### src/hdl/mipsPkg.sv
/*
  MIPS32 subset definitions
  opcode and funct encodings, ALU operations, write-back sources
*/
`default_nettype none

package mipsPkg;

  // ====================
  // vector types
  // ====================
  // data, address or instruction word
  typedef logic [31:0] word_t;
  // register number
  typedef logic [4:0] regIdx_t;
  // instruction fields
  typedef logic [5:0] opcode_t;
  typedef logic [5:0] funct_t;

  // ====================
  // control encodings
  // ====================
  typedef enum logic [2:0] {
    aluAdd,
    aluSub,
    aluAnd,
    aluOr,
    aluSlt
  } aluOp_t;

  // what goes back into the register file
  typedef enum logic [1:0] {
    wbAlu,
    wbMem,
    wbLink
  } wbSel_t;

  // primary opcodes
  localparam opcode_t opR   = 6'b000000;
  localparam opcode_t opJ   = 6'b000010;
  localparam opcode_t opJal = 6'b000011;
  localparam opcode_t opBeq = 6'b000100;
  localparam opcode_t opLw  = 6'b100011;
  localparam opcode_t opSw  = 6'b101011;

  // R-type funct codes
  localparam funct_t fnJr  = 6'b001000;
  localparam funct_t fnAdd = 6'b100000;
  localparam funct_t fnSub = 6'b100010;
  localparam funct_t fnAnd = 6'b100100;
  localparam funct_t fnOr  = 6'b100101;
  localparam funct_t fnSlt = 6'b101010;

endpackage

`default_nettype wire

### src/hdl/pcUnit.sv
/*
  program counter
  holds pc and picks the next fetch address
*/
`timescale 1ns/1ps
`default_nettype none

module pcUnit (
  input  wire logic          clk,
  input  wire logic          rst,
  input  wire logic          jump,
  input  wire logic          jumpReg,
  input  wire logic          branch,
  input  wire logic          zero,
  input  wire logic [25:0]   jumpField,
  input  mipsPkg::word_t     branchOffset,
  input  mipsPkg::word_t     rsValue,
  output mipsPkg::word_t     pc,
  output mipsPkg::word_t     linkAddr
);

  mipsPkg::word_t pcPlus4;
  mipsPkg::word_t branchTarget;
  mipsPkg::word_t jumpTarget;
  mipsPkg::word_t pcNext;

  // ====================
  // candidate targets
  // ====================
  assign pcPlus4 = pc + 32'd4;
  // word offset, relative to the following instruction
  assign branchTarget = pcPlus4 + {branchOffset[29:0], 2'b00};
  // pseudo-direct, top nibble from pc+4
  assign jumpTarget = {pcPlus4[31:28], jumpField, 2'b00};
  // return address for jal
  assign linkAddr = pc + 32'd8;

  // jr beats j/jal beats taken beq
  always_comb begin
    if (jumpReg) begin
      pcNext = rsValue;
    end else if (jump) begin
      pcNext = jumpTarget;
    end else if (branch && zero) begin
      pcNext = branchTarget;
    end else begin
      pcNext = pcPlus4;
    end
  end

  // pc register
  always_ff @(posedge clk or negedge rst) begin
    if (!rst) begin
      pc <= '0;
    end else begin
      pc <= pcNext;
    end
  end

endmodule

`default_nettype wire

### src/hdl/controlDecoder.sv
/*
  instruction decoder
  opcode and funct to datapath controls and ALU operation in one level
*/
`timescale 1ns/1ps
`default_nettype none

module controlDecoder (
  input  mipsPkg::word_t     ir,
  output logic               regDst,
  output logic               aluSrc,
  output logic               regWrite,
  output logic               memRead,
  output logic               memWrite,
  output logic               branch,
  output logic               jump,
  output logic               jumpReg,
  output mipsPkg::wbSel_t    wbSel,
  output mipsPkg::aluOp_t    aluOp,
  output logic               destSel31
);

  mipsPkg::opcode_t opcode;
  mipsPkg::funct_t  funct;

  assign opcode = ir[31:26];
  assign funct  = ir[5:0];

  always_comb begin
    // defaults give a no-op with sequential pc
    regDst    = 1'b0;
    aluSrc    = 1'b0;
    regWrite  = 1'b0;
    memRead   = 1'b0;
    memWrite  = 1'b0;
    branch    = 1'b0;
    jump      = 1'b0;
    jumpReg   = 1'b0;
    destSel31 = 1'b0;
    wbSel     = mipsPkg::wbAlu;
    aluOp     = mipsPkg::aluAdd;

    case (opcode)
      mipsPkg::opR: begin
        // rd destination, both operands from registers
        regDst = 1'b1;
        case (funct)
          mipsPkg::fnAdd: begin
            regWrite = 1'b1;
            aluOp    = mipsPkg::aluAdd;
          end
          mipsPkg::fnSub: begin
            regWrite = 1'b1;
            aluOp    = mipsPkg::aluSub;
          end
          mipsPkg::fnAnd: begin
            regWrite = 1'b1;
            aluOp    = mipsPkg::aluAnd;
          end
          mipsPkg::fnOr: begin
            regWrite = 1'b1;
            aluOp    = mipsPkg::aluOr;
          end
          mipsPkg::fnSlt: begin
            regWrite = 1'b1;
            aluOp    = mipsPkg::aluSlt;
          end
          // jr only redirects, nothing retires to the register file
          mipsPkg::fnJr: jumpReg = 1'b1;
          default: ;
        endcase
      end
      mipsPkg::opLw: begin
        // base plus offset, loaded word into rt
        aluSrc   = 1'b1;
        regWrite = 1'b1;
        memRead  = 1'b1;
        wbSel    = mipsPkg::wbMem;
      end
      mipsPkg::opSw: begin
        aluSrc   = 1'b1;
        memWrite = 1'b1;
      end
      mipsPkg::opBeq: begin
        // equality through subtract and zero flag
        branch = 1'b1;
        aluOp  = mipsPkg::aluSub;
      end
      mipsPkg::opJ: jump = 1'b1;
      mipsPkg::opJal: begin
        jump      = 1'b1;
        regWrite  = 1'b1;
        destSel31 = 1'b1;
        wbSel     = mipsPkg::wbLink;
      end
      default: ;
    endcase
  end

endmodule

`default_nettype wire

### src/hdl/regFile.sv
/*
  register file, 32 x 32 bits
  two combinational reads, one write at the clock edge, r0 reads zero
*/
`timescale 1ns/1ps
`default_nettype none

module regFile (
  input  wire logic          clk,
  input  wire logic          rst,
  input  wire logic          writeEn,
  input  mipsPkg::regIdx_t   readAddr1,
  input  mipsPkg::regIdx_t   readAddr2,
  input  mipsPkg::regIdx_t   writeAddr,
  input  mipsPkg::word_t     writeData,
  output mipsPkg::word_t     readData1,
  output mipsPkg::word_t     readData2
);

  mipsPkg::word_t regs [32];

  // ====================
  // write port
  // ====================
  // whole array cleared while in reset
  always_ff @(posedge clk or negedge rst) begin
    if (!rst) begin
      for (int i = 0; i < 32; i++) begin
        regs[i] <= '0;
      end
    end else if (writeEn && (writeAddr != 5'd0)) begin
      // r0 never takes a write
      regs[writeAddr] <= writeData;
    end
  end

  // ====================
  // read ports
  // ====================
  // r0 hardwired to zero
  always_comb begin
    if (readAddr1 == 5'd0) begin
      readData1 = '0;
    end else begin
      readData1 = regs[readAddr1];
    end
  end

  always_comb begin
    if (readAddr2 == 5'd0) begin
      readData2 = '0;
    end else begin
      readData2 = regs[readAddr2];
    end
  end

endmodule

`default_nettype wire

### src/hdl/aluUnit.sv
/*
  ALU
  add, sub, and, or, signed slt, plus zero flag
*/
`timescale 1ns/1ps
`default_nettype none

module aluUnit (
  input  mipsPkg::word_t     a,
  input  mipsPkg::word_t     b,
  input  mipsPkg::aluOp_t    op,
  output mipsPkg::word_t     result,
  output logic               zero
);

  logic lessThan;

  // two's complement compare
  assign lessThan = $signed(a) < $signed(b);

  always_comb begin
    case (op)
      mipsPkg::aluAdd: begin
        result = a + b;
      end
      mipsPkg::aluSub: begin
        result = a - b;
      end
      mipsPkg::aluAnd: begin
        result = a & b;
      end
      mipsPkg::aluOr: begin
        result = a | b;
      end
      mipsPkg::aluSlt: begin
        // 1 or 0 in the low bit
        result = {31'd0, lessThan};
      end
      default: begin
        result = '0;
      end
    endcase
  end

  // raw flag, the pc logic qualifies it with branch
  assign zero = (result == '0);

endmodule

`default_nettype wire

### src/hdl/memAccess.sv
/*
  data memory side
  active-low SRAM strobes, word address, write-back source select
*/
`timescale 1ns/1ps
`default_nettype none

module memAccess #(
  parameter int DataAddrWidth = 7
) (
  input  wire logic                       rst,
  input  wire logic                       memRead,
  input  wire logic                       memWrite,
  input  mipsPkg::wbSel_t                 wbSel,
  input  mipsPkg::word_t                  aluResult,
  input  mipsPkg::word_t                  storeData,
  input  mipsPkg::word_t                  linkAddr,
  input  mipsPkg::word_t                  memReadData,
  output logic                            memCen,
  output logic                            memWen,
  output logic [DataAddrWidth-1:0]        memAddr,
  output mipsPkg::word_t                  memWriteData,
  output mipsPkg::word_t                  wbData
);

  // ====================
  // SRAM pins
  // ====================
  // both strobes idle high in reset
  assign memCen = !rst || !(memRead || memWrite);
  assign memWen = !rst || !memWrite;

  // byte address to word address
  assign memAddr      = aluResult[DataAddrWidth+1:2];
  assign memWriteData = storeData;

  // write-back source
  always_comb begin
    case (wbSel)
      mipsPkg::wbMem: begin
        wbData = memReadData;
      end
      mipsPkg::wbLink: begin
        wbData = linkAddr;
      end
      default: begin
        wbData = aluResult;
      end
    endcase
  end

endmodule

`default_nettype wire

### src/hdl/singleCycleMips.sv
/*
  single-cycle MIPS32 subset core
  one instruction retired per clock, external instruction memory and data SRAM
*/
`timescale 1ns/1ps
`default_nettype none

module singleCycleMips #(
  parameter int DataAddrWidth = 7
) (
  input  wire logic                   clk,
  input  wire logic                   rst,
  // instruction memory
  output mipsPkg::word_t              irAddr,
  input  mipsPkg::word_t              ir,
  // data SRAM
  output logic                        memCen,
  output logic                        memWen,
  output logic [DataAddrWidth-1:0]    memAddr,
  output mipsPkg::word_t              memWriteData,
  input  mipsPkg::word_t              memReadData,
  // retire trace
  output logic                        rfWriteEn,
  output mipsPkg::regIdx_t            rfWriteAddr,
  output mipsPkg::word_t              rfWriteData
);

  logic             regDst, aluSrc, regWrite, memRead, memWrite;
  logic             branch, jump, jumpReg, destSel31, zero;
  mipsPkg::wbSel_t  wbSel;
  mipsPkg::aluOp_t  aluOp;
  mipsPkg::word_t   rsValue, rtValue, signImm, aluB, aluResult, linkAddr;

  // ====================
  // fetch and decode
  // ====================
  pcUnit uPc (
    .clk(clk), .rst(rst), .jump(jump), .jumpReg(jumpReg), .branch(branch),
    .zero(zero), .jumpField(ir[25:0]), .branchOffset(signImm),
    .rsValue(rsValue), .pc(irAddr), .linkAddr(linkAddr)
  );

  controlDecoder uDec (
    .ir(ir), .regDst(regDst), .aluSrc(aluSrc), .regWrite(regWrite),
    .memRead(memRead), .memWrite(memWrite), .branch(branch), .jump(jump),
    .jumpReg(jumpReg), .wbSel(wbSel), .aluOp(aluOp), .destSel31(destSel31)
  );

  // immediate and destination select
  assign signImm     = {{16{ir[15]}}, ir[15:0]};
  assign rfWriteAddr = destSel31 ? 5'd31 : (regDst ? ir[15:11] : ir[20:16]);
  // no retire while reset holds the core
  assign rfWriteEn   = regWrite && rst;

  // ====================
  // execute
  // ====================
  regFile uRf (
    .clk(clk), .rst(rst), .writeEn(rfWriteEn), .readAddr1(ir[25:21]),
    .readAddr2(ir[20:16]), .writeAddr(rfWriteAddr), .writeData(rfWriteData),
    .readData1(rsValue), .readData2(rtValue)
  );

  // second operand, rt or offset
  assign aluB = aluSrc ? signImm : rtValue;

  aluUnit uAlu (
    .a(rsValue), .b(aluB), .op(aluOp), .result(aluResult), .zero(zero)
  );

  // memory and write-back
  memAccess #(.DataAddrWidth(DataAddrWidth)) uMem (
    .rst(rst), .memRead(memRead), .memWrite(memWrite), .wbSel(wbSel),
    .aluResult(aluResult), .storeData(rtValue), .linkAddr(linkAddr),
    .memReadData(memReadData), .memCen(memCen), .memWen(memWen),
    .memAddr(memAddr), .memWriteData(memWriteData), .wbData(rfWriteData)
  );

endmodule

`default_nettype wire

### config.mk
export PLATFORM = sky130hd
export DESIGN_NAME = singleCycleMips
export DESIGN_NICKNAME = d
export VERILOG_FILES = /design/src/hdl/mipsPkg.sv /design/src/hdl/pcUnit.sv /design/src/hdl/controlDecoder.sv /design/src/hdl/regFile.sv /design/src/hdl/aluUnit.sv /design/src/hdl/memAccess.sv /design/src/hdl/singleCycleMips.sv
export SDC_FILE = /design/constraint.sdc
export NUM_CORES = 2
export LEC_CHECK = 0
export BUFFER_PORTS_ARGS = -buffer_cell sky130_fd_sc_hd__buf_2
export CORE_ASPECT_RATIO = 0.9
export CORE_UTILIZATION = 53
export DETAILED_ROUTE_END_ITERATION = 10
export HOLD_SLACK_MARGIN = 0.15
export PLACE_DENSITY_LB_ADDON = 0.15
export SYNTH_ARGS = -nofsm -noshare
export SYNTH_HDL_FRONTEND = slang
export SYNTH_SLANG_ARGS = --single-unit
### constraint.sdc
create_clock -name clk -period 9.9 [get_ports clk]
set_clock_uncertainty 0.15 [all_clocks]
set_input_delay 1.485 -clock clk [delete_from_list [all_inputs] [get_ports clk]]
set_output_delay 1.485 -clock clk [all_outputs]
set_load 0.1 [all_outputs]
# == Word level (Yosys, flattened, before mapping) ==
# Index checks and enable logic that the tools add are counted.
# word_totals
ff_bits,1056
in_bits,66
out_inout_bits,111
word_cells,118
# op_classes
n_addsub,5
order_cmp,5
n_eq_ne,17
mux,33
n_bitwise,5
reduce_logical,20
# op_table
operator,count
$bwmux 1024,1
$mux 32,11
$bmux 32 s5,2
$demux 32 s5,1
$pmux 32 s5,1
$add 32x32->32,2
$pmux 32 s2,1
$eq 6x6->1 const B,7
$add 32x3->32 const B,1
$add 32x4->32 const B,1
$and 32x32->32,1
$logic_not 32->1,1
$lt 32x32->1,1
$or 32x32->32,1
$sub 32x32->32,1
$ge 6x6->1 const B,3
$not 5->6,3
$eq 6x2->1 const B,2
$pmux 3 s4,1
$logic_not 5->1,2
$mux 1,10
$mux 5,2
$eq 3x2->1 const B,2
$eq 6x3->1 const B,1
other kinds (17),26

# == Longest topological paths before layout ==
# depth
depth_word,13
depth_mapped,30
mapped_depth_nobuf,23

# == By module ==
# From an unflattened synthesis, not the netlist that was laid out.
# hier_totals
cells_unflattened,5261
hier_area_um2,65594.2
# modules_own_cells
mod,instances,cells_each,area_per_inst_um2,seq_area_each_um2
regFile,1,3621,54357.1,25624.6
aluUnit,1,804,5228.8,0.0
pcUnit,1,582,4350.4,800.8
memAccess,1,154,938.4,0.0
singleCycleMips,1,67,505.5,0.0
controlDecoder,1,33,214.0,0.0

# == Least setup slack after synthesis ==
# Ideal clock, no wire load.
# synth_path
path_kind,input to output
from,in ir[21]
to,out rfWriteData[4]
t_arrival_ns,9.341
t_required_ns,8.265
setup_slack_ns,-1.076
stages,23
n_path_buf,7
path_cell_list,buf_4 buf_6 buf_2 buf_1 buf_1 mux4_2 mux4_2 nand2_1 nand2_1 nand2_1 inv_1 ha_1 clkbuf_1 nor2_1 and2_1 a41o_1 a31oi_1 nand2_1 o221a_2 o21ai_0 o21ai_0 clkbuf_1 inv_1
# synth_between
elab_chain_cells,8
elab_cells_between_ends,12
cone_classes,add/sub: 2; mux: 6; bitwise: 3; reduce/logical: 1
# synth_lines
item,line_no,rtl
from (decl),singleCycleMips.sv:15,"input mipsPkg::word_t ir,"
$not 5->6 (not written as such),regFile.sv:45,readData1 = regs[readAddr1];
$bmux 32 s5,regFile.sv:45,
$mux 32 (not written as such) (2 in series),regFile.sv:45,
$mux 32 (*),regFile.sv:42,if (readAddr1 == 5'd0) begin
"$sub 32x32->32, or another cell as far along",aluUnit.sv:27,result = a - b;
$pmux 32 s5 (*),aluUnit.sv:22,case (op)
named net memAddr[2],singleCycleMips.sv:19,"output logic [DataAddrWidth-1:0] memAddr,"
$pmux 32 s2 (*),memAccess.sv:39,case (wbSel)
to (decl),singleCycleMips.sv:25,output mipsPkg::word_t rfWriteData
# The timed path passes the listed nets; every way through them passes the cells marked *. The select of a mux whose other input is x is not followed.

# == Worst setup path after layout ==
# layout_path
from,in ir[17]
to,out rfWriteData[29]
# layout_between
elab_chain_cells,9
elab_cells_between_ends,13
cone_classes,add/sub: 2; mux: 7; bitwise: 3; reduce/logical: 1
# layout_lines
item,line_no,rtl
$not 5->6 (not written as such),regFile.sv:53,readData2 = regs[readAddr2];
$bmux 32 s5,regFile.sv:53,
$mux 32 (not written as such) (2 in series),regFile.sv:53,
$mux 32 (*),regFile.sv:50,if (readAddr2 == 5'd0) begin
$mux 32 (*),singleCycleMips.sv:65,assign aluB = aluSrc ? signImm : rtValue;
"$sub 32x32->32, or another cell as far along",aluUnit.sv:27,
$pmux 32 s5 (*),aluUnit.sv:22,
$pmux 32 s2 (*),memAccess.sv:39,
# Mark *: on every way between the ends. The rest lies on a longest branch, timed or not. The select of a mux whose other input is x is not followed.

==> impl_metrics.xml <==
<?xml version="1.0" encoding="UTF-8"?>
<metrics>
  <group name="status">
    <metric name="outcome" unit="">finished clean</metric>
  </group>
  <group name="die">
    <metric name="std_cell_rows" unit="">119</metric>
    <metric name="design.die.area" unit="sq um">119000</metric>
    <metric name="number_of_primary_i_o_pins" unit="">177</metric>
    <metric name="placeable_area" unit="sq um">117000</metric>
    <metric name="die_h" unit="um">328</metric>
    <metric name="start_util" unit="">0.535</metric>
    <metric name="die_w" unit="um">364</metric>
  </group>
  <group name="synth">
    <metric name="synth-simple-area-share" unit="">0.113</metric>
    <metric name="netlist_area_before_placement" unit="sq um">62600</metric>
    <metric name="post_synth_mux_area_share" unit="">0.243</metric>
    <metric name="synth.lib_cells_used.distinct" unit="">85</metric>
    <metric name="asr_flop_ratio_synth" unit="">1.00</metric>
    <metric name="synth_compound_area_frac" unit="">0.139</metric>
    <metric name="synth_sequential_area_ratio" unit="">0.422</metric>
    <metric name="synth_top_flop_cell" unit="">dfrtp_1</metric>
    <metric name="main_combinational_cell_family_by_area_after_synthesis" unit="">multiplexers</metric>
    <metric name="yosys.area_share.adder" unit="">0.0282</metric>
    <metric name="synth_xor_area_frac" unit="">0.0118</metric>
    <metric name="ys_warnings" unit="">0</metric>
    <metric name="synth_seq_cells" unit="">1056</metric>
    <metric name="synthCells" unit="">5947</metric>
    <metric name="post_synth.cell_area_avg" unit="sq um">10.5</metric>
    <metric name="syn-num-nets" unit="">6152</metric>
    <metric name="synth_edf_count" unit="">0</metric>
  </group>
  <group name="setup_path">
    <metric name="timing.critical_path.required" unit="ns">8.27</metric>
    <metric name="timing.critical_path.fanout_max" unit="">79</metric>
    <metric name="worstPathCellList" unit="">buf_8 -&gt; mux4_2 -&gt; mux4_2 -&gt; mux2i_1 -&gt; nor3_1 -&gt; a21oi_1 -&gt; ha_1 -&gt; inv_1 -&gt; nor2_1 -&gt; nand2_1 -&gt; o21a_1 -&gt; o41a_1 -&gt; or4_1 -&gt; a21oi_1 -&gt; buf_4 -&gt; o21ai_1 -&gt; a31oi_1 -&gt; o221ai_1 -&gt; a221o_1 -&gt; o21ai_2 -&gt; inv_1 -&gt; buf_2</metric>
    <metric name="timing.critical_path.to_type" unit="">output port</metric>
    <metric name="worstSetupStartpointType" unit="">primary input</metric>
    <metric name="critPathMaxStageDelay" unit="ns">0.53</metric>
    <metric name="critical_path.slowest_cell" unit="">mux2i_1</metric>
    <metric name="critical_setup_path_class" unit="">primary input to output port</metric>
    <metric name="worst_ep_arrival_time" unit="ns">7.97</metric>
  </group>
  <group name="drt">
    <metric name="route.detailed.drc" unit="">0</metric>
    <metric name="initial_drt_markers" unit="">6132</metric>
    <metric name="via_per_inst" unit="">6.66</metric>
    <metric name="final_antenna_net_count" unit="">0</metric>
    <metric name="dr.pass1.iters" unit="">5</metric>
    <metric name="wirelength" unit="mm">227</metric>
    <metric name="routedWlPerCell" unit="um">30.1</metric>
    <metric name="routed-via-count" unit="">50200</metric>
  </group>
  <group name="sta">
    <metric name="worstMarginPinSlew" unit="ns">1.23</metric>
    <metric name="slew_headroom" unit="">0.178</metric>
    <metric name="fmax" unit="GHz">0.104</metric>
    <metric name="setup_viol" unit="">0</metric>
    <metric name="hold_violations" unit="">0</metric>
    <metric name="layout_worst_path_cycle_share" unit="">0.970</metric>
    <metric name="finalWorstPathRequiredPeriod" unit="ns">9.60</metric>
    <metric name="finalHoldWorstSlack" unit="ns">0.243</metric>
    <metric name="fin_tns_setup" unit="ns">0</metric>
    <metric name="grt_setup_unrepaired" unit="">false</metric>
    <metric name="final_max_slew_viol_count" unit="">0</metric>
  </group>
  <group name="clock_network">
    <metric name="number_of_buffers_inserted_by_hold_repair_at_cts" unit="">0</metric>
    <metric name="cts.root.buffer_cell" unit="">clkbuf_16</metric>
    <metric name="cts_post_setup_buffers_inserted" unit="">0</metric>
    <metric name="clkSlewWorstSetupHoldPaths" unit="ns">0.06</metric>
    <metric name="cts_htree_levels" unit="">3</metric>
    <metric name="numCtsBuffers" unit="">112</metric>
    <metric name="clk_latency" unit="ns">0.76</metric>
    <metric name="clockBufferDepth" unit="">3</metric>
    <metric name="tritoncts_num_sinks" unit="">1056</metric>
    <metric name="tritoncts" unit="">done</metric>
  </group>
  <group name="finish">
    <metric name="fin_cells" unit="">7547</metric>
    <metric name="final.fill_count" unit="">9883</metric>
    <metric name="regArea" unit="sq um">26400</metric>
    <metric name="areaGrowthSynthToFinish" unit="%">11.3</metric>
    <metric name="post_route_core_utilization" unit="">0.595</metric>
    <metric name="num-nets-final" unit="">6081</metric>
    <metric name="final_cell_area" unit="sq um">69600</metric>
    <metric name="multi_input_area" unit="sq um">33800</metric>
    <metric name="final_layout_size_suffix_gt1_frac" unit="">0.225</metric>
  </group>
  <group name="placement">
    <metric name="placed_area" unit="sq um">65700</metric>
    <metric name="place_inst" unit="">7335</metric>
    <metric name="buffer_ports.inserted" unit="">176</metric>
    <metric name="detailedPlacementHpwl" unit="mm">144</metric>
    <metric name="place_congestion" unit="">1.04</metric>
  </group>
  <group name="job">
    <metric name="maxCapViolCount" unit="">0</metric>
  </group>
  <group name="global_routing">
    <metric name="grt.total_usage" unit="">0.385</metric>
    <metric name="grt_remaining_overflow" unit="">0</metric>
    <metric name="number_of_global_route_vias_before_repair" unit="">48700</metric>
    <metric name="grt_start_max_net_pins" unit="">184</metric>
    <metric name="antenna_found_initial" unit="">4</metric>
    <metric name="grt_first_pass_wirelength" unit="mm">333</metric>
  </group>
  <group name="power_and_ir_drop">
    <metric name="cellPowerDensity" unit="nW/um^2">153</metric>
    <metric name="worst_ir_drop_vdd" unit="V">0.000197</metric>
    <metric name="power.static_leakage" unit="uW">0.0307</metric>
  </group>
  <group name="hold_path">
    <metric name="hold_removal_path_class" unit="">flip-flop to flip-flop</metric>
  </group>
</metrics>
## cells by family (layout without fill, tap and decap cells)
logic type               after synthesis  count (layout)
other                                  0               3
AND/OR/NAND/NOR                     1704            1704
flip-flops                          1056            1056
buffers and inverters                712             736
AO/OA/AOI/OAI                       1523            1523
adder cells (fa/ha/maj)              139             139
multiplexers                         729             729
XOR/XNOR                              84              84
## registers in the layout, summed over array words and instances (netlist names)
| signal | cells |
|---|---|
| uPc.pc | 32 |
| uRf.regs | 1024 |
## cell usage in the layout (no fill, tap or decap), types with 36 or more instances in the layout
cell / netlist / layout
buf_2: 9 / 156
mux2i_1: 64 / 64
a21o_1: 39 / 39
nand3_1: 66 / 65
a221o_1: 40 / 40
nand2_1: 1258 / 1226
inv_1: 142 / 141
nor2_1: 156 / 154
mux4_2: 627 / 627
ha_1: 136 / 135
xnor2_1: 52 / 52
dfrtp_1: 1056 / 1056
o21ai_0: 1039 / 1020
buf_12: 0 / 36
mux2_2: 37 / 37
clkbuf_16: 0 / 113
a21oi_1: 173 / 165
nor3_1: 61 / 59
buf_4: 1 / 185
## layer usage
layer	vias to the layer above	routed length, um	track usage
met3	592	21700	0.0887
met5	-	73	0
met4	12	13600	0.199
met1	25500	90600	0.532
met2	2575	101000	0.571
li1	21500	-	-
## power by group
| group | switching [uW] | total [uW] | internal, uW |
|---|---|---|---|
| sequential | 104 | 4470 | 4370 |
| clock | 1900 | 4450 | 2550 |
| combinational | 1170 | 1710 | 540 |
## final timing paths
kind / cells past startpoint / startpoint / slack (ns) / end
max in group asynchronous: 5 / rst / 5.52 / uRf.regs[91]$_DFFE_PN0P_
hold reg to reg: 0 / uRf.regs[1007]$_DFFE_PN0P_ / 0.24 / uRf.regs[1007]$_DFFE_PN0P_
setup / recovery: 22 / ir[17] / 0.30 / rfWriteData[29]
hold / removal: 0 / uRf.regs[1007]$_DFFE_PN0P_ / 0.24 / uRf.regs[1007]$_DFFE_PN0P_
min in group asynchronous: 1 / rst / 0.51 / uRf.regs[487]$_DFFE_PN0P_
setup reg to reg: 26 / uRf.regs[6]$_DFFE_PN0P_ / 2.43 / uPc.pc[5]$_DFF_PN0_
## per-stage QoR
step	power [uW]	setup WS, ns
detailed placement	6230	0.438
finish	10600	0.299
CTS	10700	0.430
floorplan	5720	0.0708
global placement	6220	0.521
global route	10900	0.0363
## cell usage after synthesis, types with 40 or more instances
cell	count	area share
mux2i_1	64	0.010
mux4_2	627	0.23
nand3_1	66	0.0053
clkbuf_1	492	0.030
dfrtp_1	1056	0.42
a221o_1	40	0.0064
nor2_1	156	0.0094
inv_1	142	0.0085
a21oi_1	173	0.014
xnor2_1	52	0.0073
o21ai_0	1039	0.083
nor3_1	61	0.0049
ha_1	136	0.027
nand2_1	1258	0.075
buf_1	61	0.0037
## critical path, delay by kind of cell
kind	cells	cell delay, ns
mux	3	1.43
compound gates	9	2.48
fa+ha+maj	1	0.42
simple gates	4	0.84
buf+inv	5	1.22
## layout make-up
cell class,instances,share of cell area
Clock inverter,56,0.00924
Sequential cell,1056,0.380
Clock buffer,153,0.0464
Tap cell,1573,0.0283
Antenna cell,3,0.000108
Timing Repair Buffer,383,0.0427
Multi-Input combinational cell,4179,0.486
Inverter,144,0.00776
## timing repair
action / 4_1_cts / 5_1_grt
endpoints found under the setup margin: 0 / 1
resized for setup: 0 / 1
endpoints found under the hold margin: 0 / 0
No activity file was read; power rests on OpenSTA's default activity.
